===== src/hw/detector_params.svh =====
`ifndef DETECTOR_PARAMS_SVH
`define DETECTOR_PARAMS_SVH

// symbols per chunk
`define CHUNK_W    8

// samples summed per hypothesis
`define SEQ_LEN    3

// chunks held in the history, index 0 being the oldest
`define HIST_DEPTH 3
`define T0_BUFF    1

`define ERR_BITS   8
`define TAP_BITS   8
`define SQR_BITS   20
`define SUM_BITS   22

// width of the corrected-chunk counter
`define CNT_BITS   16

`endif


===== src/hw/dsp_pkg.sv =====
`include "detector_params.svh"

package dsp_pkg;

    typedef logic signed [`ERR_BITS-1:0] err_t;
    typedef logic signed [`TAP_BITS-1:0] tap_t;
    typedef logic [`SQR_BITS-1:0] sqr_t;
    typedef logic [`SUM_BITS-1:0] sum_t;

    // symbol 0 is the earliest one in the chunk
    typedef struct packed {
        logic [`CHUNK_W-1:0] bits;
        err_t [`CHUNK_W-1:0] err;
    } chunk_t;

    // tap 0 is the main cursor
    typedef tap_t [`SEQ_LEN:0] taps_t;

    typedef enum logic [1:0] {
        hyp_none        = 2'd0,
        hyp_single_cur  = 2'd1,
        hyp_single_prev = 2'd2,
        hyp_double      = 2'd3
    } hyp_e;

    typedef hyp_e [`CHUNK_W-1:0] decision_t;

    // err[p][j] is sample p + j counted from the start of the evaluated chunk
    typedef err_t [`CHUNK_W-1:0][`SEQ_LEN-1:0] win_err_t;

    // bits[0] is the last decision of the preceding chunk
    typedef struct packed {
        win_err_t          err;
        logic [`CHUNK_W:0] bits;
    } window_t;

endpackage


===== src/hw/csr_pkg.sv =====
package csr_pkg;

    typedef struct packed {
        logic        cyc;
        logic        stb;
        logic        we;
        logic [1:0]  adr;
        logic [31:0] dat;
    } wb_req_t;

    typedef struct packed {
        logic        ack;
        logic [31:0] dat;
    } wb_rsp_t;

    typedef enum logic [1:0] {
        reg_taps  = 2'd0,
        reg_ctrl  = 2'd1,
        reg_count = 2'd2
    } reg_addr_e;

    typedef struct packed {
        logic [29:0] reserved;
        logic        clear_count;
        logic        enable;
    } ctrl_t;

    // the same data word holds the taps or the control fields
    typedef union packed {
        dsp_pkg::taps_t taps;
        ctrl_t          ctrl;
    } csr_word_u;

endpackage


===== src/hw/channel_csr.sv =====
`include "detector_params.svh"

module channel_csr (
    input  logic             clk,
    input  logic             rst,
    input  csr_pkg::wb_req_t wb_req,
    output csr_pkg::wb_rsp_t wb_rsp,
    input  logic             corrected,
    output dsp_pkg::taps_t   taps,
    output logic             enable
);
    import csr_pkg::*;

    reg_addr_e                    addr;
    csr_word_u                    wr_word;
    csr_word_u                    rd_word;
    logic [$bits(csr_word_u)-1:0] rd_q;
    logic                         ack;
    logic                         req;
    logic                         clear;
    logic [`CNT_BITS-1:0]         count;

    // a new request is taken only when no ack is pending
    assign req     = wb_req.cyc && wb_req.stb && !ack;
    assign addr    = reg_addr_e'(wb_req.adr);
    assign wr_word = wb_req.dat;
    assign clear   = req && wb_req.we && addr == reg_ctrl && wr_word.ctrl.clear_count;

    always_comb begin
        rd_word = '0;
        case (addr)
            reg_taps: begin
                rd_word.taps = taps;
            end
            reg_ctrl: begin
                rd_word.ctrl.enable = enable;
            end
            reg_count: begin
                rd_word = $bits(csr_word_u)'(count);
            end
            default: begin
                rd_word = '0;
            end
        endcase
    end

    always_ff @(posedge clk) begin
        if (rst) begin
            ack    <= 1'b0;
            taps   <= '0;
            enable <= 1'b0;
            count  <= '0;
        end else begin
            ack <= req;
            if (req && wb_req.we) begin
                case (addr)
                    reg_taps: taps   <= wr_word.taps;
                    reg_ctrl: enable <= wr_word.ctrl.enable;
                    default: ;
                endcase
            end
            // saturates at the top instead of wrapping
            if (clear) begin
                count <= '0;
            end else if (corrected && count != '1) begin
                count <= count + 1'b1;
            end
        end
    end

    always_ff @(posedge clk) begin
        if (req) begin
            rd_q <= rd_word;
        end
    end

    assign wb_rsp = '{ack: ack, dat: rd_q};

endmodule


===== config.mk =====
export PLATFORM = sky130hd
export DESIGN_NAME = channel_csr
export DESIGN_NICKNAME = d
export VERILOG_FILES = /design/src/hw/dsp_pkg.sv /design/src/hw/csr_pkg.sv /design/src/hw/channel_csr.sv
export VERILOG_INCLUDE_DIRS = /design/src /design/src/hw
export SDC_FILE = /design/constraint.sdc
export NUM_CORES = 1
export LEC_CHECK = 0
export ABC_AREA = 1
export BUFFER_PORTS_ARGS = -buffer_cell sky130_fd_sc_hd__buf_2
export CAP_MARGIN = 20
export CORE_MARGIN = 2
export CORE_UTILIZATION = 30
export DETAILED_ROUTE_END_ITERATION = 8
export HOLD_SLACK_MARGIN = 0.12
export SYNTH_ARGS = -nofsm -noshare
export SYNTH_HDL_FRONTEND = slang
export SYNTH_SLANG_ARGS = --single-unit

===== constraint.sdc =====
create_clock -name clk -period 2.5 [get_ports clk]
set_clock_uncertainty 0.2 [all_clocks]
set_input_delay 0.5 -clock clk [delete_from_list [all_inputs] [get_ports clk]]
set_output_delay 0.5 -clock clk [all_outputs]
set_load 0.01 [all_outputs]

==> impl_metrics.env <==
export IMPL_cts_root_buffer="clkbuf_16"
export IMPL_gr_total_overflow=0
export IMPL_grt_use_total_pct=14.1
export IMPL_drc=0
export IMPL_yosys_most_used_dff="dfxtp_1"
export IMPL_die_area_um2=12400
export IMPL_cp_depth=6
export IMPL_cts_reportedPaths_clkPinSlew_ns=0.06
export IMPL_dp_hpwl_um=6430
export IMPL_synth_simple_area_share_pct=22.4
export IMPL_drv_cap=0
export IMPL_final_layout_size_suffix_gt1_share_pct=28.1
export IMPL_multi_input_area_um2=1220
export IMPL_postCtsSetupBuffers=0
export IMPL_whs_path_depth=2
export IMPL_ctsHtreeMaxLevel=3
export IMPL_peakVddDrop_v=0.000439
export IMPL_synth_compound_area_share_pct=11.9
export IMPL_hold_path_startpoint="rst"
export IMPL_drv_slew=0
export IMPL_ys_types=29
export IMPL_grt_setup_unrepaired="no"
export IMPL_num_rows=39
export IMPL_cp_slowest_stage_delay_ns=0.35
export IMPL_ant_nets=0
export IMPL_nFillCells=1139
export IMPL_synth_top_area_share_pct=28.9
export IMPL_portBuffers=105
export IMPL_powerDensity_nw_per_um2=657
export IMPL_synth_area_um2=3470
export IMPL_dr_pass1_iters=4
export IMPL_synthMuxAreaShare_pct=0
export IMPL_hold_path_class="in2reg"
export IMPL_wire_per_inst_um=13.1
export IMPL_antenna_found_initial=0
export IMPL_clockBufferDepth=2
export IMPL_die_x_um=111
export IMPL_finalCritPeriodShare_pct=72.0
export IMPL_gp_congestion=0.887
export IMPL_placed_cells=646
export IMPL_hold_buffers=0
export IMPL_cts_made_buffers=9
export IMPL_synth_adder_area_share_pct=0.361
export IMPL_min_to="ack"
export IMPL_vias=3043
export IMPL_relSlewSlack_pct=67.5
export IMPL_fin_nets=555
export IMPL_tns_ns=0
export IMPL_reg2reg_to="taps[15]"
export IMPL_synth_xor_xnor_area_share_pct=0.505
export IMPL_area_growth_pct=27.4
export IMPL_cts_sinks=82
export IMPL_setup_viol=0
export IMPL_critPathSlowestCell="dfxtp_1"
export IMPL_end_kind="flip-flop"
export IMPL_cp_common_cell="nor2_1"
export IMPL_instances_no_fill=662
export IMPL_tightest_slew_ns=0.487
export IMPL_ys_seq_elements=82
export IMPL_diodes=0
export IMPL_path_buf_inv=2
export IMPL_hold_viol_final=0
export IMPL_routed_wl_um=8690
export IMPL_cts_resized_gates=0
export IMPL_async_reset_ff_share_pct=0
export IMPL_cp_arrival_ns=1.87
export IMPL_status="finished, final reports clean"
export IMPL_regToRegStartpoint="ack"
export IMPL_synth_edf_count=32
export IMPL_period_needed_ns=1.80
export IMPL_rrSetupSlack_ns=0.70
export IMPL_yosysWarnings=0
export IMPL_max_freq_mhz=556
export IMPL_synth_nets=449
export IMPL_vias_per_cell=4.60
export IMPL_avgSynthCellArea_um2=8.49
export IMPL_grt_pass1_wl_um=14000
export IMPL_ios=106
export IMPL_grt_pass1_vias=2907
export IMPL_rr_worst_depth=6
export IMPL_cts_tree="done"
export IMPL_core_um2=11400
export IMPL_start_util_pct=30.5
export IMPL_critPathKind="reg2reg"
export IMPL_synth_top_cells_by_area="dfxtp_1, edfxtp_1, nor2_1"
export IMPL_cp_cell_sequence="nor3_4 > nand3_2 > buf_4 > inv_2 > nor2_1 > nor2_1"
export IMPL_drt_iter0_drc=327
export IMPL_synth_top_family_by_area="simple AND/OR/NAND/NOR gates"
export IMPL_cp_top_family="simple AND/OR/NAND/NOR gates"
export IMPL_clkLatencyLatePin_ns=0.33
export IMPL_path_max_fanout=43
export IMPL_synth_area_leader_cell="dfxtp_1"
export IMPL_cellLeakagePower_uw=0.00184
export IMPL_worst_setup_path_start_kind="flip-flop"
export IMPL_synthCells=408
export IMPL_cp_required_ns=2.57
export IMPL_ys_seq_area_share_pct=56.6
export IMPL_grt_max_degree=44
export IMPL_die_height_um=111
export IMPL_seqCellArea_um2=1960
[worst register-to-register path, cell delays in order (launching register included)]
cell     delay, ns
dfxtp_1       0.35
nor3_4        0.26
nand3_2       0.17
buf_4         0.29
inv_2         0.29
nor2_1        0.08
nor2_1        0.11
[synth_stat cells, types with 4 or more instances]
| library cell | count |
|---|---|
| inv_1 | 47 |
| a22o_1 | 4 |
| inv_2 | 5 |
| nand4_1 | 7 |
| nand2_2 | 7 |
| o21ai_1 | 5 |
| nand2_1 | 65 |
| clkbuf_1 | 8 |
| a21oi_1 | 29 |
| dfxtp_1 | 50 |
| nor2_1 | 72 |
| nand3_1 | 15 |
| edfxtp_1 | 32 |
| o21ai_0 | 40 |
[how the worst max path moves through the flow]
| stage | from | end |
|---|---|---|
| floorplan | wb_req[35] | taps[3] |
| global placement | wb_req[35] | taps[14] |
| detailed placement | wb_req[35] | taps[14] |
| CTS | ack | taps[15] |
| global route | count[1] | count[12] |
| finish | ack | taps[15] |
[sequential cells by signal, summed over array words and instances, names as in the netlist]
| name | cells |
|---|---|
| rd_q | 32 |
| ack | 1 |
| count | 16 |
| taps | 32 |
| enable | 1 |
[kinds of logic after synthesis]
kind of cell	Yosys count
buf+inv	67
xor+xnor	2
flops	82
compound gates	79
simple gates	177
fa+ha+maj	1
[report_power, final]
part	internal (uW)	switching (uW)	leakage, uW
registers	1420	16.7	0.000712
logic	66.6	109	0.000986
clock network	771	517	0.000147
total	2260	643	0.00184
[layer usage]
layer,wire [um],vias up,global-route usage [%]
li1,-,1537,-
met2,4100,101,22.9
met4,162,0,7.24
met5,0,-,0
met3,529,11,3.32
met1,3890,1394,17.5
[area by class of cell]
class	instances	share of cell area, %
Sequential cell	82	44.4
Clock buffer	9	5.10
Multi-Input combinational cell	259	27.6
Clock inverter	7	1.59
Inverter	52	4.42
Tap cell	143	4.05
Timing Repair Buffer	110	12.8
[placed cells by master (no fill, tap or decap), drive strengths merged]
cell type and n:
clkinv 6, buf 110, nand4 7, dfxtp 50, clkbuf 9, o21ai 45
ha 1, inv 52, nand2 73, nand3 16, nor2 77, a22o 4
xor2 1, xnor2 1, nor4 1, edfxtp 32, o211ai 1, nor3 3
bufinv 1, a21oi 29
[per-stage QoR]
step	setup slack [ns]	utilization [%]	hold slack, ns	area [um2]	power, uW
2_1_floorplan	0.0381	-	0.265	3470	1550
5_1_grt	0.503	38.8	0.142	4410	3010
3_5_place_dp	0.448	36.2	0.264	4120	1640
4_1_cts	0.696	38.8	0.132	4410	2940
6_report	0.701	38.8	0.148	4410	2900
3_3_place_gp	0.533	36.2	0.255	4120	1640
No activity file was read; power rests on OpenSTA's default activity.
