[src/hw/detector_params.svh]
`ifndef DETECTOR_PARAMS_SVH
`define DETECTOR_PARAMS_SVH

// symbols per chunk
`define CHUNK_W    8

// samples summed per hypothesis
`define SEQ_LEN    3

// chunks held in the history, index 0 being the oldest
`define HIST_DEPTH 3
`define T0_BUFF    1

`define ERR_BITS   8
`define TAP_BITS   8
`define SQR_BITS   20
`define SUM_BITS   22

// width of the corrected-chunk counter
`define CNT_BITS   16

`endif

[src/hw/dsp_pkg.sv]
`include "detector_params.svh"

package dsp_pkg;

    typedef logic signed [`ERR_BITS-1:0] err_t;
    typedef logic signed [`TAP_BITS-1:0] tap_t;
    typedef logic [`SQR_BITS-1:0] sqr_t;
    typedef logic [`SUM_BITS-1:0] sum_t;

    // symbol 0 is the earliest one in the chunk
    typedef struct packed {
        logic [`CHUNK_W-1:0] bits;
        err_t [`CHUNK_W-1:0] err;
    } chunk_t;

    // tap 0 is the main cursor
    typedef tap_t [`SEQ_LEN:0] taps_t;

    typedef enum logic [1:0] {
        hyp_none        = 2'd0,
        hyp_single_cur  = 2'd1,
        hyp_single_prev = 2'd2,
        hyp_double      = 2'd3
    } hyp_e;

    typedef hyp_e [`CHUNK_W-1:0] decision_t;

    // err[p][j] is sample p + j counted from the start of the evaluated chunk
    typedef err_t [`CHUNK_W-1:0][`SEQ_LEN-1:0] win_err_t;

    // bits[0] is the last decision of the preceding chunk
    typedef struct packed {
        win_err_t          err;
        logic [`CHUNK_W:0] bits;
    } window_t;

endpackage

[src/hw/error_corrector.sv]
`include "detector_params.svh"

module error_corrector (
    input  logic                clk,
    input  logic                rst,
    input  logic                eval_valid,
    input  logic [`CHUNK_W-1:0] eval_bits,
    input  dsp_pkg::win_err_t   eval_errors,
    input  dsp_pkg::decision_t  decision,
    input  logic                enable,
    output logic                out_valid,
    output dsp_pkg::chunk_t     out_chunk,
    output logic                corrected
);
    import dsp_pkg::*;

    logic [`CHUNK_W-1:0] flip;
    logic [`CHUNK_W-1:0] fixed_bits;

    always_comb begin
        // a position names its own symbol for single_cur and double
        for (int i = 0; i < `CHUNK_W; i++) begin
            flip[i] = decision[i] == hyp_single_cur || decision[i] == hyp_double;
        end
        // the next position names this symbol as its previous one
        for (int i = 0; i < `CHUNK_W - 1; i++) begin
            if (decision[i+1] == hyp_single_prev || decision[i+1] == hyp_double) begin
                flip[i] = 1'b1;
            end
        end
    end

    // position 0 may point into the chunk already sent, and that is left alone
    assign fixed_bits = enable ? eval_bits ^ flip : eval_bits;

    always_ff @(posedge clk) begin
        if (rst) begin
            out_valid <= 1'b0;
            corrected <= 1'b0;
        end else begin
            out_valid <= eval_valid;
            corrected <= eval_valid && enable && |flip;
        end
    end

    always_ff @(posedge clk) begin
        if (eval_valid) begin
            out_chunk.bits <= fixed_bits;
            for (int i = 0; i < `CHUNK_W; i++) begin
                out_chunk.err[i] <= eval_errors[i][0];
            end
        end
    end

endmodule

[config.mk]
export PLATFORM = sky130hd
export DESIGN_NAME = error_corrector
export DESIGN_NICKNAME = d
export VERILOG_FILES = /design/src/hw/dsp_pkg.sv /design/src/hw/error_corrector.sv
export VERILOG_INCLUDE_DIRS = /design/src /design/src/hw
export SDC_FILE = /design/constraint.sdc
export NUM_CORES = 1
export LEC_CHECK = 0
export BUFFER_PORTS_ARGS = -buffer_cell sky130_fd_sc_hd__clkbuf_2
export CAP_MARGIN = 40
export CORE_AREA = 4 4 111 113
export CTS_BUF_LIST = sky130_fd_sc_hd__clkbuf_16
export CTS_CLUSTER_SIZE = 10
export DETAILED_ROUTE_END_ITERATION = 16
export DIE_AREA = 0 0 115 117
export GPL_ROUTABILITY_DRIVEN = 0
export PLACE_DENSITY = 0.63
export SLEW_MARGIN = 20
export SYNTH_ARGS = -nofsm -noshare
export SYNTH_HDL_FRONTEND = slang
export SYNTH_SLANG_ARGS = --single-unit
[constraint.sdc]
create_clock -name clk -period 1.1 [get_ports clk]
set_clock_uncertainty 0.05 [all_clocks]
set_input_delay 0.22 -clock clk [delete_from_list [all_inputs] [get_ports clk]]
set_output_delay 0.22 -clock clk [all_outputs]
set_load 0.05 [all_outputs]
==> results of run 1 <==
stage by stage:
| step | TNS, ns | std cells | power [mW] |
|---|---|---|---|
| final | -4.25 | 430 | 7.98 |
| after CTS | -5.86 | 430 | 8.06 |
| after global placement | 0 | 408 | 4.80 |
| after floorplan | 0 | 97 | 4.33 |
| after detailed placement | -0.000774 | 408 | 4.82 |
| after global routing | -6.88 | 430 | 8.30 |
cell families (layout without fill, tap and decap cells):
logic type | after synthesis | after routing
flops | 74 | 74
compound gates | 7 | 7
buf+inv | 0 | 190
xor+xnor | 8 | 8
simple gates | 8 | 8
cell usage in the layout, fill, tap and decap left out, types with 2 or more instances in the layout:
master and instances:
buf_12 2, buf_4 3, buf_8 20, clkbuf_16 9, clkbuf_2 89, clkbuf_8 54
clkinv_2 3, dfxtp_2 2, dlygate4sd3_1 6, edfxtp_1 72, nor4_2 3, o21ai_0 7
xnor2_1 8
final timing paths:
path	endpoint	start
hold / removal	out_chunk[54]	eval_errors[150]
setup / recovery	out_chunk[4]	out_chunk[4]
timing repair:
item,4_1_cts,5_1_grt
setup endpoints to repair,74,74
hold endpoints to repair,6,0
resized for setup,150,20
hold buffers,6,0
gates cloned,0,0
report_power, final:
group          switching, mW  internal (mW)
Clock                   1.08           1.73
Combinational           1.03          0.676
Sequential             0.108           3.36
cell type report:
type,instances,area [µm²]
Clock inverter,7,61.3
Multi-Input combinational cell,23,170
Timing Repair Buffer,174,1610
Sequential cell,74,2200
Clock buffer,9,225
Tap cell,143,179
Fill cell,1052,6870
sequential cells by signal (all words and copies together) (netlist names):
signal,count
out_chunk,72
corrected,1
out_valid,1
routing by layer:
layer | GRT usage [%] | up-vias
met1 | 10.5 | 732
met5 | 0 | -
li1 | - | 757
met2 | 14.6 | 125
met4 | 5.16 | 0
met3 | 5.60 | 11
==> results.ini, run 1 <==
[critical_path]
max_stage_delay_ns = 0.43
crit_arrival_ns = 0.93
cp_data_required_time_ns = 0.83
path_cells = buf_8
crit_cells = 1
cp_num_buf_inv = 1
path_max_fanout = 1
cp-end-kind = primary output
critical_path.top_delay_family = flip-flops
crit_type = reg -> out
cp_slowest_cell = edfxtp_1
start_kind = flip-flop

[grt]
antenna_found_initial = 0
first_global_vias = 1813
grt_pass1_wl_um = 9340
track_usage_pct = 9.56
grt_max_degree = 31
overflow = 0

[floorplanning]
dieArea_um2 = 13500
rows = 39
ioPinCount = 294
coreArea_um2 = 11300
die_h_um = 117
start_util_pct = 21.0
die_w_um = 115

[placement]
hpwl_um = 5160
port_buffers = 164
place_area_um2 = 3430
pre_cts_ws_ns = -0.000774

[sta]
worst_slack_ns = -0.0964
holdWs_ns = 0.0179
slew_violations = 0
hold_violations = 0
period_share_pct = 109
worstMarginPinSlew_ns = 0.230
fmaxAchievable_mhz = 836
finalCriticalPeriod_ns = 1.20
rsz0062_at_grt = true
setup_viol = 72
slew_headroom_pct = 84.5

[route]
met3_wirelength_um = 1020
drt_iter0_drc = 47
drcViolationCount = 0
vias = 1625
routed_via_density = 3.78
top_layer = met4
ant_nets = 0
wl_met2_um = 3020
routed_wl_um = 6550
first_pass_iters = 3
met1_length_um = 2390
wl_per_cell_um = 15.2

[synthesis]
syn_avg_cell_area_um2 = 24.5
synth_mux_area_share_pct = 0
synth_most_common_cell = edfxtp_1
synth-compound-area-share_pct = 1.48
ys_seq_area_share_pct = 92.8
yosysTopAreaCellShare_pct = 91.1
synth_async_sr_flop_share_pct = 0
synth.distinct_cells = 10
syn_nets = 317
synth_xor_xnor_area_share_pct = 2.95
postSynthCellCount = 97
synth_area_um2 = 2370
synth_commonest_cells = edfxtp_1 (72), xnor2_1 (8), o21ai_0 (7)
yosysWarnings = 0
synth_area_leaders = edfxtp_1 (91%), xnor2_1 (3.0%), dfxtp_1 (1.7%)
ys_ff_latch = 74
synth_top_family_by_area = XOR/XNOR gates
synth_adder_area_share_pct = 0
yosysTopAreaCell = edfxtp_1
synth-simple-area-share_pct = 2.74
ys.flop_type = edfxtp_1
synth_edf_count = 72

[power]
p_leak_nw = 1.87
ir_drop_mv = 0.850
powerDensity_nw_per_um2 = 1790

[min_path]
whs_path_depth = 1
min_path_type = in -> reg

[clock_network]
clock_sinks = 74
cts_buffers = 9
clkTransAtPathRegs_ns = 0.06
cts_tree = done
postCtsSetupRepairBufs = 0
cts-root-buf = clkbuf_16
clk_path_buf_depth = 2
htreeDepth = 3

[layout]
fin_nets = 502
antenna_cells = 0
design_area_um2 = 4450
syn2layout_area_growth_pct = 87.7
drive_above_1_share_pct = 65.2
fin_util_pct = 39.3

[status]
violations = negative setup slack
status = complete, but fails checks

[job]
drv_cap = 0

No activity file was read; power rests on OpenSTA's default activity.
==> run 2: changes to the inputs <==
--- a/config.mk
+++ b/config.mk
@@ -15,6 +15,7 @@
 export DIE_AREA = 0 0 115 117
 export GPL_ROUTABILITY_DRIVEN = 0
 export PLACE_DENSITY = 0.63
+export SKIP_CTS_REPAIR_TIMING = 1
 export SLEW_MARGIN = 20
 export SYNTH_ARGS = -nofsm -noshare
 export SYNTH_HDL_FRONTEND = slang
==> results.ini, run 2 (synthesized netlist as in run 1, its figures left out) <==
[grt]
grt_busiest_layer = met2
first_global_vias = 1708  ; -5.8%
track_usage_pct = 9.21  ; -0.34 points
grt_pass1_wl_um = 8950  ; -4.2%
use_met1_pct = 10.9  ; +0.44 points
grtUsageMet3_pct = 4.88  ; -0.72 points
grt_max_degree = 31  ; unchanged
antenna_found_initial = 0  ; unchanged
met2_usage_pct = 13.4  ; -1.2 points
overflow = 0  ; unchanged

[power]
powerDensity_nw_per_um2 = 1870  ; +4.4%
power_frac_comb_pct = 20.3  ; -1.0 points
pwr-share-clk_pct = 35.6  ; +0.4 points
switching_share_pct = 27.9  ; +0.20 points
p_leak_nw = 1.77  ; -5.6%
share_seq_of_total_power_pct = 44.1  ; +0.6 points
p_sw_mw = 2.19  ; -0.78%
ir_drop_mv = 0.833  ; -1.9%
p_int_mw = 5.67  ; -1.7%

[clock_network]
htreeDepth = 3  ; unchanged
cts-root-buf = clkbuf_16
clk_path_buf_depth = 2  ; unchanged
clkTransAtPathRegs_ns = 0.06  ; about the same
clock_sinks = 74  ; unchanged
cts_buffers = 9  ; unchanged
cts_tree = done

[floorplanning]
dieArea_um2 = 13500  ; unchanged
coreArea_um2 = 11300  ; unchanged
start_util_pct = 21.0  ; unchanged
ioPinCount = 294  ; unchanged
die_w_um = 115  ; unchanged
die_h_um = 117  ; unchanged
rows = 39  ; unchanged

[critical_path]
crit_arrival_ns = 0.91  ; -0.02 ns
cp-end-kind = primary output
critical_path.top_delay_family = flip-flops
cp_num_buf_inv = 1  ; unchanged
crit_type = reg -> out
start_kind = flip-flop
path_cells = buf_6
max_stage_delay_ns = 0.41  ; -0.02 ns
startpoint = out_chunk[4]
path_max_fanout = 1  ; unchanged
cp_slowest_cell = edfxtp_1
cp_data_required_time_ns = 0.83  ; about the same

[status]
status = complete, but fails checks
violations = negative setup slack

[placement]
port_buffers = 164  ; unchanged
dp.cells = 408  ; unchanged
hpwl_um = 5160  ; unchanged
place_area_um2 = 3430  ; unchanged

[layout]
syn2layout_area_growth_pct = 77.1
antenna_cells = 0  ; unchanged
stdcell_count = 426  ; -0.93%
final_common_cell = clkbuf_2
drive_above_1_share_pct = 66.1  ; +0.92 points
largest_reg_flops = 72  ; unchanged
top_regs = out_chunk: 72 flops, corrected: 1 flops, out_valid: 1 flops
nFillCells = 1093  ; +3.9%
design_area_um2 = 4200  ; -5.6%
regMostFlops = out_chunk
fin_nets = 498  ; -0.80%
mostFrequentLayoutCells = clkbuf_2 (89), buf_6 (74), edfxtp_1 (72)

[sta]
fmaxAchievable_mhz = 846  ; +1.2%
worst_slack_ns = -0.0822  ; +0.0142 ns
slew_violations = 0  ; unchanged
worstMarginPinSlew_ns = 0.229  ; -0.00109 ns
hold_violations = 0  ; unchanged
finalCriticalPeriod_ns = 1.18  ; -0.0142 ns
rsz0062_at_grt = true
fin_tns_setup_ns = -2.96  ; +1.29 ns
period_share_pct = 107  ; -1.3 points
slew_headroom_pct = 84.6  ; about the same
setup_viol = 72  ; unchanged

[route]
drt_iter0_drc = 35  ; -26%
drcViolationCount = 0  ; unchanged
ant_nets = 0  ; unchanged
wl_per_cell_um = 15.2  ; about the same
routed_via_density = 3.81  ; +0.69%
routed_wl_um = 6490  ; -0.96%
vias = 1621  ; -0.25%
first_pass_iters = 3  ; unchanged

[job]
drv_cap = 0  ; unchanged

[min_path]
min_path_type = in -> reg
hp-start = eval_errors[150]

[run 2: metal layers]
metal  vias to the layer above  wire length (µm)
li1                        751                 -
met1                       732              2370
met2                       127              2980
met3                        11              1010
met4                         0               127
met5                         -                 0
[run 2: path summary, 6_finish.rpt]
check                       end  slack, ns  cells past startpoint
setup / recovery   out_chunk[4]      -0.08                      1
hold / removal    out_chunk[54]       0.02                      1
[run 2: cell type report]
class | instances | area (µm²) | share of cell area [%]
clock buffers | 9 | 225 | 5.36
repair buffers | 170 | 1360 | 32.4
well taps | 143 | 179 | 4.26
multi-input cells | 23 | 170 | 4.05
clock inverters | 7 | 61.3 | 1.46
flip-flops and latches | 74 | 2200 | 52.5
[run 2: power by group through the flow]
stage | sequential [mW] | clock (mW) | combinational (mW)
2_1_floorplan | 4.28 | 0 | 0.0431
3_3_place_gp | 3.47 | 0 | 1.33
3_5_place_dp | 3.48 | 0 | 1.34
4_1_cts | 3.42 | 2.91 | 1.34
5_1_grt | 3.49 | 3.03 | 1.67
6_report | 3.47 | 2.80 | 1.60
[run 2: per-stage QoR]
step / worst slack, ns / util [%] / hold slack, ns / power, mW
3_5_place_dp: -0.000774 / 30.3 / 0.343 / 4.82
6_report: -0.0822 / 37.1 / 0.0187 / 7.86
3_3_place_gp: 0.00720 / 30.3 / 0.338 / 4.80
2_1_floorplan: 0.207 / - / 0.249 / 4.33
4_1_cts: -0.178 / 32.8 / -0.00905 / 7.67
5_1_grt: -0.127 / 37.1 / 0.00340 / 8.19
