## src/hw/detector_params.svh

```systemverilog
`ifndef DETECTOR_PARAMS_SVH
`define DETECTOR_PARAMS_SVH

// symbols per chunk
`define CHUNK_W    8

// samples summed per hypothesis
`define SEQ_LEN    3

// chunks held in the history, index 0 being the oldest
`define HIST_DEPTH 3
`define T0_BUFF    1

`define ERR_BITS   8
`define TAP_BITS   8
`define SQR_BITS   20
`define SUM_BITS   22

// width of the corrected-chunk counter
`define CNT_BITS   16

`endif

```

## src/hw/dsp_pkg.sv

```systemverilog
`include "detector_params.svh"

package dsp_pkg;

    typedef logic signed [`ERR_BITS-1:0] err_t;
    typedef logic signed [`TAP_BITS-1:0] tap_t;
    typedef logic [`SQR_BITS-1:0] sqr_t;
    typedef logic [`SUM_BITS-1:0] sum_t;

    // symbol 0 is the earliest one in the chunk
    typedef struct packed {
        logic [`CHUNK_W-1:0] bits;
        err_t [`CHUNK_W-1:0] err;
    } chunk_t;

    // tap 0 is the main cursor
    typedef tap_t [`SEQ_LEN:0] taps_t;

    typedef enum logic [1:0] {
        hyp_none        = 2'd0,
        hyp_single_cur  = 2'd1,
        hyp_single_prev = 2'd2,
        hyp_double      = 2'd3
    } hyp_e;

    typedef hyp_e [`CHUNK_W-1:0] decision_t;

    // err[p][j] is sample p + j counted from the start of the evaluated chunk
    typedef err_t [`CHUNK_W-1:0][`SEQ_LEN-1:0] win_err_t;

    // bits[0] is the last decision of the preceding chunk
    typedef struct packed {
        win_err_t          err;
        logic [`CHUNK_W:0] bits;
    } window_t;

endpackage

```

## src/hw/chunk_history.sv

```systemverilog
`include "detector_params.svh"

module chunk_history (
    input  logic                clk,
    input  logic                rst,
    input  logic                in_valid,
    input  dsp_pkg::chunk_t     in_chunk,
    output dsp_pkg::window_t    window,
    output logic [`CHUNK_W-1:0] eval_bits,
    output logic                eval_valid
);
    import dsp_pkg::*;

    localparam int fill_bits = $clog2(`HIST_DEPTH + 1);

    chunk_t               hist   [`HIST_DEPTH];
    err_t                 stream [`HIST_DEPTH*`CHUNK_W];
    logic [fill_bits-1:0] fill;
    logic                 prev_bit;

    // newest chunk enters at the top and the oldest falls out at index 0
    always_ff @(posedge clk) begin
        if (in_valid) begin
            for (int c = 0; c < `HIST_DEPTH - 1; c++) begin
                hist[c] <= hist[c+1];
            end
            hist[`HIST_DEPTH-1] <= in_chunk;
        end
    end

    always_ff @(posedge clk) begin
        if (rst) begin
            fill       <= '0;
            eval_valid <= 1'b0;
        end else begin
            eval_valid <= in_valid && fill >= fill_bits'(`HIST_DEPTH - `T0_BUFF - 1);
            if (in_valid && fill != fill_bits'(`HIST_DEPTH)) begin
                fill <= fill + 1'b1;
            end
        end
    end

    // the first evaluated chunk has no predecessor, so its previous decision reads as 0
    assign prev_bit = (fill == fill_bits'(`HIST_DEPTH)) ?
                      hist[`T0_BUFF-1].bits[`CHUNK_W-1] : 1'b0;

    always_comb begin
        for (int c = 0; c < `HIST_DEPTH; c++) begin
            for (int i = 0; i < `CHUNK_W; i++) begin
                stream[c*`CHUNK_W+i] = hist[c].err[i];
            end
        end
        for (int p = 0; p < `CHUNK_W; p++) begin
            for (int j = 0; j < `SEQ_LEN; j++) begin
                window.err[p][j] = stream[`T0_BUFF*`CHUNK_W+p+j];
            end
            window.bits[p+1] = hist[`T0_BUFF].bits[p];
        end
        window.bits[0] = prev_bit;
    end

    assign eval_bits = hist[`T0_BUFF].bits;

endmodule

```

## config.mk

```make
export PLATFORM = sky130hd
export DESIGN_NAME = chunk_history
export DESIGN_NICKNAME = d
export VERILOG_FILES = /design/src/hw/dsp_pkg.sv /design/src/hw/chunk_history.sv
export VERILOG_INCLUDE_DIRS = /design/src /design/src/hw
export SDC_FILE = /design/constraint.sdc
export NUM_CORES = 1
export LEC_CHECK = 0
export BUFFER_PORTS_ARGS = -buffer_cell sky130_fd_sc_hd__buf_2
export CAP_MARGIN = 30
export CORE_ASPECT_RATIO = 1.25
export CORE_MARGIN = 2
export CORE_UTILIZATION = 50
export CTS_BUF_LIST = sky130_fd_sc_hd__clkbuf_16
export CTS_CLUSTER_DIAMETER = 120
export DETAILED_ROUTE_END_ITERATION = 8
export PLACE_DENSITY = 0.86
export REMOVE_ABC_BUFFERS = 1
export SETUP_SLACK_MARGIN = 0.15
export SYNTH_ARGS = -nofsm -noshare
export SYNTH_HDL_FRONTEND = slang
export SYNTH_SLANG_ARGS = --single-unit
```

## constraint.sdc

```tcl
create_clock -name clk -period 3.83 [get_ports clk]
set_clock_uncertainty 0.2 [all_clocks]
set_input_delay 0.766 -clock clk [delete_from_list [all_inputs] [get_ports clk]]
set_output_delay 0.766 -clock clk [all_outputs]
set_load 0.01 [all_outputs]
```

==> flow_summary.ini, run 1 <==
[pwr]
p_sw_mw = 0.821
p_per_area_nw_per_um2 = 574
intPower_mw = 3.07
p_leak_nw = 2.92
p_seq_share_pct = 50.8
swShare_pct = 21.1
ir_drop_mv = 0.323
pwr-share-clk_pct = 41.4
pwr-share-comb_pct = 7.9

[route]
routed_wl_um = 9950
vias = 2738
ant_nets = 0
avgRoutedWirePerCell_um = 15.4
drtIter0Drc = 131
firstDrtPassIters = 4
vias_per_cell = 4.24
drc = 0

[worst_setup_path]
crit_required_ns = 2.86
rr_worst_depth = 3
critical-path-top-delay-family = flip-flops
crit_slowest_cell = dfxtp_1
r2r_end = fill[0]
critPathKind = reg -> out
critPathBufInv = 1
rrSetupSlack_ns = 2.47
cp-start-kind = flip-flop
cp_num_cells = 3
worstPathMaxFanout = 4
path_cells = ha_1 > and2_2 > buf_2
worstReg2RegStart = fill[0]
max_stage_delay_ns = 0.34
crit_path_end_kind = primary output
crit_arrival_ns = 1.34

[logic_synthesis]
yosysWarnings = 0
synth_top_family_by_area = buffers and inverters
synth_area_leaders = edfxtp_1, buf_4, dfxtp_1
muxShareOfSynthArea_pct = 0.247
yosysUniqueCellTypes = 13
synth.largest_area_cell = edfxtp_1
synth.ff_latch_count = 148
synth_top_area_share_pct = 71.5
synth-simple-area-share_pct = 0.822
synthXorXnorAreaFrac_pct = 0
synthAdderAreaFrac_pct = 0.411
netlist_area_um2 = 6090
ys_async_sr_fraction_pct = 0
avgSynthCellArea_um2 = 16.5
syn_inst = 369
synth-main-ff-cell = edfxtp_1
synth-compound-area-share_pct = 0.123
synth_edf_count = 145
synth_seq_area_share_pct = 72.5

[die]
num_io_pins = 285
dieHeight_um = 127
dieArea_um2 = 13100
design.core.area_um2 = 12000
rows = 45
initial_core_util_pct = 50.8
die_w_um = 103

[layout]
drive_gt1_share_pct = 66.3
final_cells = 645
area_growth_pct = 11.3
nets = 542

[clock_tree]
tritoncts = yes
post_cts_buffers = 0
path_clk_slew_ns = 0.06
cts_hold_buffers = 0
cts.htree.levels = 4
cts-root-buf = clkbuf_16
cts_resized = 0
cts_sinks = 148
clk_latency_ns = 0.40
numCtsBuffers = 17
clock_path_buffers = 2

[sta]
min_period_ns = 2.31
fin_tns_setup_ns = 0
rsz0062_at_grt = false
worst_slew_pin_slew_ns = 0.559
drv_slew = 0
finalSetupViolCount = 0
fmax_mhz = 434
period_share_pct = 60.2
maxSlewHeadroom_pct = 62.7
hold_viol_final = 0

[worst_hold_path]
min_to = hist[0][135]
worstHoldPathType = reg -> reg
worstHoldStart = hist[0][207]
hold_depth = 0

[flow_run]
max_cap_viol_count = 0

[grt]
grt_pass1_wl_um = 13400
grt_pass1_vias = 2602
overflow = 0
grt_util_all_layers_pct = 14.3
grt_max_degree = 63
antenna_found_initial = 7

[place]
place_inst = 610
dp_hpwl_um = 7530
port-buffer-count = 284
place_congestion = 0.740

[status]
outcome = finished, final reports clean
==> worst reg2reg max path, stage by stage, from the launching register on <==
cell     delay (ns)
dfxtp_1        0.34
ha_1           0.27
nor2b_4        0.15
mux2_4         0.30
==> routing by layer <==
layer	track usage, %	vias to the layer above	routed length, µm
li1	-	1261	-
met1	14.2	1290	3340
met2	24.4	158	5420
met3	7.55	21	946
met4	6.51	8	184
met5	0	-	57
==> cell type report <==
type / count / area [µm²]
Sequential cell: 148 / 4410
Clock buffer: 17 / 425
Inverter: 2 / 7.51
Timing Repair Buffer: 286 / 1460
Antenna cell: 3 / 7.51
Clock inverter: 15 / 164
Multi-Input combinational cell: 10 / 97.6
Fill cell: 941 / 5220
Tap cell: 164 / 205
==> kinds of logic (layout without fill, tap and decap cells) <==
group / Yosys count / after routing
buffers and inverters: 211 / 320
flip-flops: 148 / 148
AND/OR/NAND/NOR: 6 / 6
adder cells (fa/ha/maj): 2 / 2
AO/OA/AOI/OAI: 1 / 1
multiplexers: 1 / 1
other: 0 / 3
==> registers in the layout (all words and copies together), names as in the netlist <==
name,count
eval_valid,1
fill,2
hist,145
==> worst max-delay path by stage <==
stage / from / end / slack [ns]
after global placement: in_valid / hist[0][148] / 1.66
after CTS: fill[0] / window[0] / 1.50
after floorplan: fill[0] / window[0] / 2.11
after detailed placement: in_valid / hist[0][114] / 1.58
after global routing: fill[0] / window[0] / 1.46
final: fill[0] / window[0] / 1.52
==> power groups by stage <==
stage                     registers, mW  clock network (mW)  logic [mW]
after floorplan                    2.08                   0     0.00870
after global placement             2.00                   0       0.303
after detailed placement           2.01                   0       0.310
after CTS                          1.98                1.64       0.310
after global routing               1.99                1.72       0.330
final                              1.97                1.61       0.306
==> through the flow <==
step                      instance area [µm²]  util, %  hold slack [ns]  setup WS (ns)  total power, mW
after floorplan                          4520        -            0.200           2.11             2.09
after global placement                   6180     51.5            0.200           1.66             2.30
after detailed placement                 6180     51.5            0.205           1.58             2.32
after CTS                                6770     56.4            0.215           1.50             3.93
after global routing                     6770     56.4            0.221           1.46             4.04
final                                    6780     56.5            0.211           1.52             3.89
==> cell usage after synthesis, types with 2 or more instances <==
| master | instances |
|---|---|
| buf_4 | 209 |
| edfxtp_1 | 145 |
| dfxtp_1 | 3 |
| ha_1 | 2 |
| inv_1 | 2 |
==> cells in the final DEF (no fill, tap or decap) <==
cell        instances
buf_2             283
edfxtp_1          145
clkbuf_16          17
inv_1               4
diode_2             3
clkinvlp_4          3
bufinv_16           3
dfxtp_1             3
ha_1                2
clkinv_2            2
clkinv_1            2
inv_6               2
and2_2              1
nor2b_1             1
nor2_1              1
nor2b_4             1
mux2_4              1
nor3b_1             1
nand4bb_1           1
o31ai_1             1
clkinv_4            1
buf_6               1
buf_12              1
buf_4               1
No activity file was read; power rests on OpenSTA's default activity.
==> inputs of run 2 (changes only) <==
--- a/config.mk
+++ b/config.mk
@@ -10,11 +10,11 @@
 export CAP_MARGIN = 30
 export CORE_ASPECT_RATIO = 1.25
 export CORE_MARGIN = 2
-export CORE_UTILIZATION = 50
+export CORE_UTILIZATION = 42
 export CTS_BUF_LIST = sky130_fd_sc_hd__clkbuf_16
 export CTS_CLUSTER_DIAMETER = 120
 export DETAILED_ROUTE_END_ITERATION = 8
-export PLACE_DENSITY = 0.86
+export PLACE_DENSITY = 0.77
 export REMOVE_ABC_BUFFERS = 1
 export SETUP_SLACK_MARGIN = 0.15
 export SYNTH_ARGS = -nofsm -noshare
==> constraint.sdc (replaced) <==
create_clock -name clk -period 2.1 [get_ports clk]
set_clock_uncertainty 0.2 [all_clocks]
set_input_delay 0.42 -clock clk [delete_from_list [all_inputs] [get_ports clk]]
set_output_delay 0.42 -clock clk [all_outputs]
set_load 0.01 [all_outputs]
==> run 2 against run 1 <==
Compared with the run above:
- critical path depth unchanged
- hold slack got worse by 0.17 ns
- final cell count is 14% higher
- utilization shrank 3.4 points
- sequential share of layout area down 6.9 points
- via count is 11% higher
- non-clock buffer count increased by 75
- die area grew 18%
- combinational power up 120%
- largest power group unchanged
- highest routed layer unchanged
==> flow_summary.ini, run 2 (synthesis results as in run 1) <==
[status]
outcome = finished, final reports clean

[worst_setup_path]
worstReg2RegStart = fill[0]
max_stage_delay_ns = 0.33
crit_path_end_kind = primary output
rrSetupSlack_ns = 0.82
rr_worst_depth = 3
worstPathMaxFanout = 4
crit_arrival_ns = 1.27
path_cells = ha_2 > and2_2 > buf_2
crit_slowest_cell = dfxtp_2
critPathKind = reg -> out
crit_required_ns = 1.48
r2r_end = fill[0]
cp-start-kind = flip-flop

[grt]
overflow = 0
grt_pass1_vias = 3143
grt_pass1_wl_um = 17200
antenna_found_initial = 5
grt_max_degree = 54
grt_util_all_layers_pct = 14.8

[layout]
multiInputGateArea_um2 = 100
nets = 617
fill_cells = 1146
final_cell_mix = buf_2, edfxtp_1, dlygate4sd3_1
area_growth_pct = 24.6
top_register = hist
layout_commonest_cell = buf_2
largest_reg_flops = 145
drive_gt1_share_pct = 58.8
regArea_um2 = 4420
largestRegisters = hist (145), fill (2), eval_valid (1)

[sta]
hold_viol_final = 0
fmax_mhz = 528
finalSetupViolCount = 0
worst_slew_pin_slew_ns = 0.290
min_period_ns = 1.89
maxSlewHeadroom_pct = 80.6
whs_ns = 0.0441
drv_slew = 0
fin_tns_setup_ns = 0
period_share_pct = 90.2
rsz0062_at_grt = false
setup_ws_ns = 0.205

[pwr]
p_per_area_nw_per_um2 = 980
ir_drop_mv = 0.552
p_leak_nw = 3.25

[route]
vias = 3033
firstDrtPassIters = 4
routed_wl_um = 11400
vias_per_cell = 4.13
ant_nets = 0
drtIter0Drc = 75
drc = 0
avgRoutedWirePerCell_um = 15.5

[clock_tree]
cts-root-buf = clkbuf_16
clk_latency_ns = 0.41
path_clk_slew_ns = 0.06
numCtsBuffers = 17
cts.htree.levels = 4
cts_sinks = 148
tritoncts = yes
post_cts_buffers = 0
clock_path_buffers = 2

[die]
dieHeight_um = 139
initial_core_util_pct = 42.6
rows = 49
design.core.area_um2 = 14300
dieArea_um2 = 15500
die_w_um = 112
num_io_pins = 285

[place]
place_congestion = 0.827
place_ws_ns = 0.542
dp_hpwl_um = 7770
port-buffer-count = 284

[flow_run]
max_cap_viol_count = 0

[worst_hold_path]
min_to = eval_valid
hold_depth = 2
worstHoldPathType = in -> reg
worstHoldStart = rst
run 2: per-layer routing:
metal	global-route usage (%)	vias up	part of all wire [%]
li1	-	1415	-
met1	15.4	1445	35
met2	26.5	157	56
met3	5.46	14	7.1
met4	6.30	2	1.8
met5	0	-	0.096
run 2: final cells by class:
class,count,area share (%)
Tap cell,178,2.94
Clock buffer,17,5.61
Clock inverter,15,2.69
Sequential cell,148,58.2
Inverter,2,0.0990
Timing Repair Buffer,361,29.0
Antenna cell,4,0.132
Multi-Input combinational cell,10,1.32
run 2: how the worst max path moves through the flow:
| stage | to | slack, ns | start |
|---|---|---|---|
| 2_1_floorplan | window[0] | 0.72 | fill[0] |
| 3_3_place_gp | hist[0][96] | 0.56 | in_valid |
| 3_5_place_dp | hist[0][200] | 0.54 | in_valid |
| 4_1_cts | window[0] | 0.16 | fill[0] |
| 5_1_grt | window[0] | 0.15 | fill[0] |
| 6_report | window[0] | 0.21 | fill[0] |
run 2: timing repair:
action / in CTS / in global routing
setup endpoints to repair: 1 / 1
hold endpoints to repair: 72 / 0
gates resized for setup: 1 / 1
hold buffers: 72 / 0
run 2: report_power, final:
| part | leakage (nW) | switching (mW) | internal, mW |
|---|---|---|---|
| clock | 0.309 | 1.16 | 2.00 |
| sequential | 1.44 | 0.103 | 3.50 |
| combinational | 1.50 | 0.346 | 0.328 |
run 2: stage by stage:
step | instances | total power, mW | utilization, % | instance area [µm²]
after CTS | 731 | 7.51 | 53.0 | 7570
after global routing | 734 | 7.70 | 53.1 | 7580
after floorplan | 160 | 3.81 | - | 4520
final | 735 | 7.43 | 53.1 | 7580
after global placement | 627 | 4.21 | 43.5 | 6220
after detailed placement | 627 | 4.23 | 43.5 | 6220
run 2: worst max-delay path: cells and delay by family (launching register included):
| family | cells | cell delay (ns) |
|---|---|---|
| AND/OR/NAND/NOR | 1 | 0.19 |
| buffers and inverters | 1 | 0.14 |
| adder cells (fa/ha/maj) | 1 | 0.21 |
| flip-flops | 1 | 0.33 |
==> inputs of run 3 (changes only) <==
--- a/config.mk
+++ b/config.mk
@@ -8,13 +8,15 @@
 export LEC_CHECK = 0
 export BUFFER_PORTS_ARGS = -buffer_cell sky130_fd_sc_hd__buf_2
 export CAP_MARGIN = 30
+export CELL_PAD_IN_SITES_DETAIL_PLACEMENT = 1
+export CELL_PAD_IN_SITES_GLOBAL_PLACEMENT = 2
 export CORE_ASPECT_RATIO = 1.25
 export CORE_MARGIN = 2
-export CORE_UTILIZATION = 42
+export CORE_UTILIZATION = 30
 export CTS_BUF_LIST = sky130_fd_sc_hd__clkbuf_16
 export CTS_CLUSTER_DIAMETER = 120
 export DETAILED_ROUTE_END_ITERATION = 8
-export PLACE_DENSITY = 0.77
+export PLACE_DENSITY = 0.8
 export REMOVE_ABC_BUFFERS = 1
 export SETUP_SLACK_MARGIN = 0.15
 export SYNTH_ARGS = -nofsm -noshare
==> constraint.sdc (replaced) <==
create_clock -name clk -period 2 [get_ports clk]
set_clock_uncertainty 0.2 [all_clocks]
set_input_delay 0.4 -clock clk [delete_from_list [all_inputs] [get_ports clk]]
set_output_delay 0.4 -clock clk [all_outputs]
set_load 0.01 [all_outputs]
==> run 3 against run 2 <==
Compared with the run above:
- power down 0.22%
- utilization shrank 15 points
- first-iteration DRC count increased by 53%
- critical path depth stayed put
- sequential share of layout area decreased by 0.45 points
- clock power decreased by 7.9%
- sequential cell count stayed put
- via count grew 2.2%
- register-to-register slack worse by 0.21 ns
- sequential power up 5%
- die area increased by 39%
- largest cell class unchanged
==> flow_summary.ini, run 3 (synthesis results as in run 1) <==
[route]
m1WireLength_um = 4520
drtIter0Drc = 115
wl_met2_um = 6950
drc = 0
vias = 3100
routed_wl_um = 12700
avgRoutedWirePerCell_um = 15.3
top_layer = met4
routed-wl-met3_um = 879
firstDrtPassIters = 4
ant_nets = 0
vias_per_cell = 3.75

[worst_setup_path]
path_cells = ha_4 > and2_4 > buf_6
worstPathMaxFanout = 2
crit_required_ns = 1.40
crit_path_end_kind = primary output
max_stage_delay_ns = 0.35
crit_slowest_cell = dfxtp_4
cp-start-kind = flip-flop
crit_arrival_ns = 1.18
critPathKind = reg -> out

[die]
initial_core_util_pct = 30.4
die_w_um = 131
num_io_pins = 285
design.core.area_um2 = 20000
dieHeight_um = 163
dieArea_um2 = 21500
rows = 58

[worst_hold_path]
worstHoldPathType = in -> reg

[clock_tree]
clk_latency_ns = 0.41
cts.htree.levels = 4
numCtsBuffers = 17
cts_sinks = 148
cts-root-buf = clkbuf_16
tritoncts = yes
clock_path_buffers = 2
path_clk_slew_ns = 0.06

[sta]
setup_ws_ns = 0.224
drv_slew = 0
maxSlewHeadroom_pct = 79.2
hold_viol_final = 0
fin_tns_setup_ns = 0
whs_ns = 0.0363
rsz0062_at_grt = false
worst_slew_pin_slew_ns = 0.312
fmax_mhz = 563
finalSetupViolCount = 0
min_period_ns = 1.78
period_share_pct = 88.8

[flow_run]
max_cap_viol_count = 0

[pwr]
power_mw = 7.42
p_seq_share_pct = 51.2
ir_drop_mv = 0.518
pwr-share-comb_pct = 9.7
intPower_mw = 5.72
swShare_pct = 22.9
p_sw_mw = 1.70
pwr-share-clk_pct = 39.2
p_leak_nw = 3.23
p_per_area_nw_per_um2 = 970

[place]
dp_hpwl_um = 8900
placed_cell_area_um2 = 6340
place_congestion = 0.701
port-buffer-count = 284
place_ws_ns = 0.414

[layout]
nets = 620
final_cell_mix = buf_2, edfxtp_1, dlygate4sd3_1
final_area_um2 = 7650
diodes = 0
drive_gt1_share_pct = 58.6
layout_commonest_cell = buf_2
regArea_um2 = 4420
largestRegisters = hist (145), fill (2), eval_valid (1)
top_register = hist
multiInputGateArea_um2 = 111
fill_cells = 2121
largest_reg_flops = 145
area_growth_pct = 25.6

[grt]
grt_util_all_layers_pct = 11.6
antenna_found_initial = 0
overflow = 0
grt_pass1_wl_um = 18800
grt_max_degree = 58
grt_pass1_vias = 3362

[status]
outcome = finished, final reports clean
==> run 3: final cells by class <==
class	count	share of cell area (%)
inverters	2	0.0982
repair buffers	364	29.1
flip-flops and latches	148	57.8
multi-input cells	10	1.46
clock inverters	15	1.57
well taps	270	4.42
clock buffers	17	5.56
==> run 3: repair_timing <==
action	in CTS	in global routing
gates resized for setup	4	3
hold endpoints to repair	72	0
buffers inserted	2	0
hold buffers	72	0
endpoints found under the setup margin	1	1
==> run 3: stage by stage <==
step	instances	utilization, %
after CTS	826	38.1
after detailed placement	720	31.7
final	826	38.2
after global placement	720	31.7
after floorplan	160	-
after global routing	826	38.2
==> run 3: worst max-delay path, delay by kind of cell (launching register included) <==
family,cells,cell delay (ns)
fa+ha+maj,1,0.16
flops,1,0.35
buf+inv,1,0.11
simple gates,1,0.15
==> run 3: power by group through the flow <==
stage | logic (mW) | registers (mW) | clock network [mW]
2_1_floorplan | 0.0167 | 3.99 | 0
5_1_grt | 0.769 | 3.82 | 3.14
6_report | 0.719 | 3.79 | 2.90
3_5_place_dp | 0.605 | 3.86 | 0
4_1_cts | 0.725 | 3.80 | 3.00
3_3_place_gp | 0.593 | 3.84 | 0
==> run 3: worst paths after layout <==
path | to | start | slack, ns | cells after the start
min | eval_valid | rst | 0.04 | 2
max reg2reg | fill[0] | fill[0] | 0.61 | 4
max | window[0] | fill[0] | 0.22 | 3
min reg2reg | hist[0][134] | hist[0][206] | 0.22 | 0
==> run 3: routing by layer <==
layer	vias to the layer above	track usage (%)
li1	1416	-
met1	1497	11.8
met2	160	21.1
met3	27	4.44
met4	0	5.58
met5	-	0
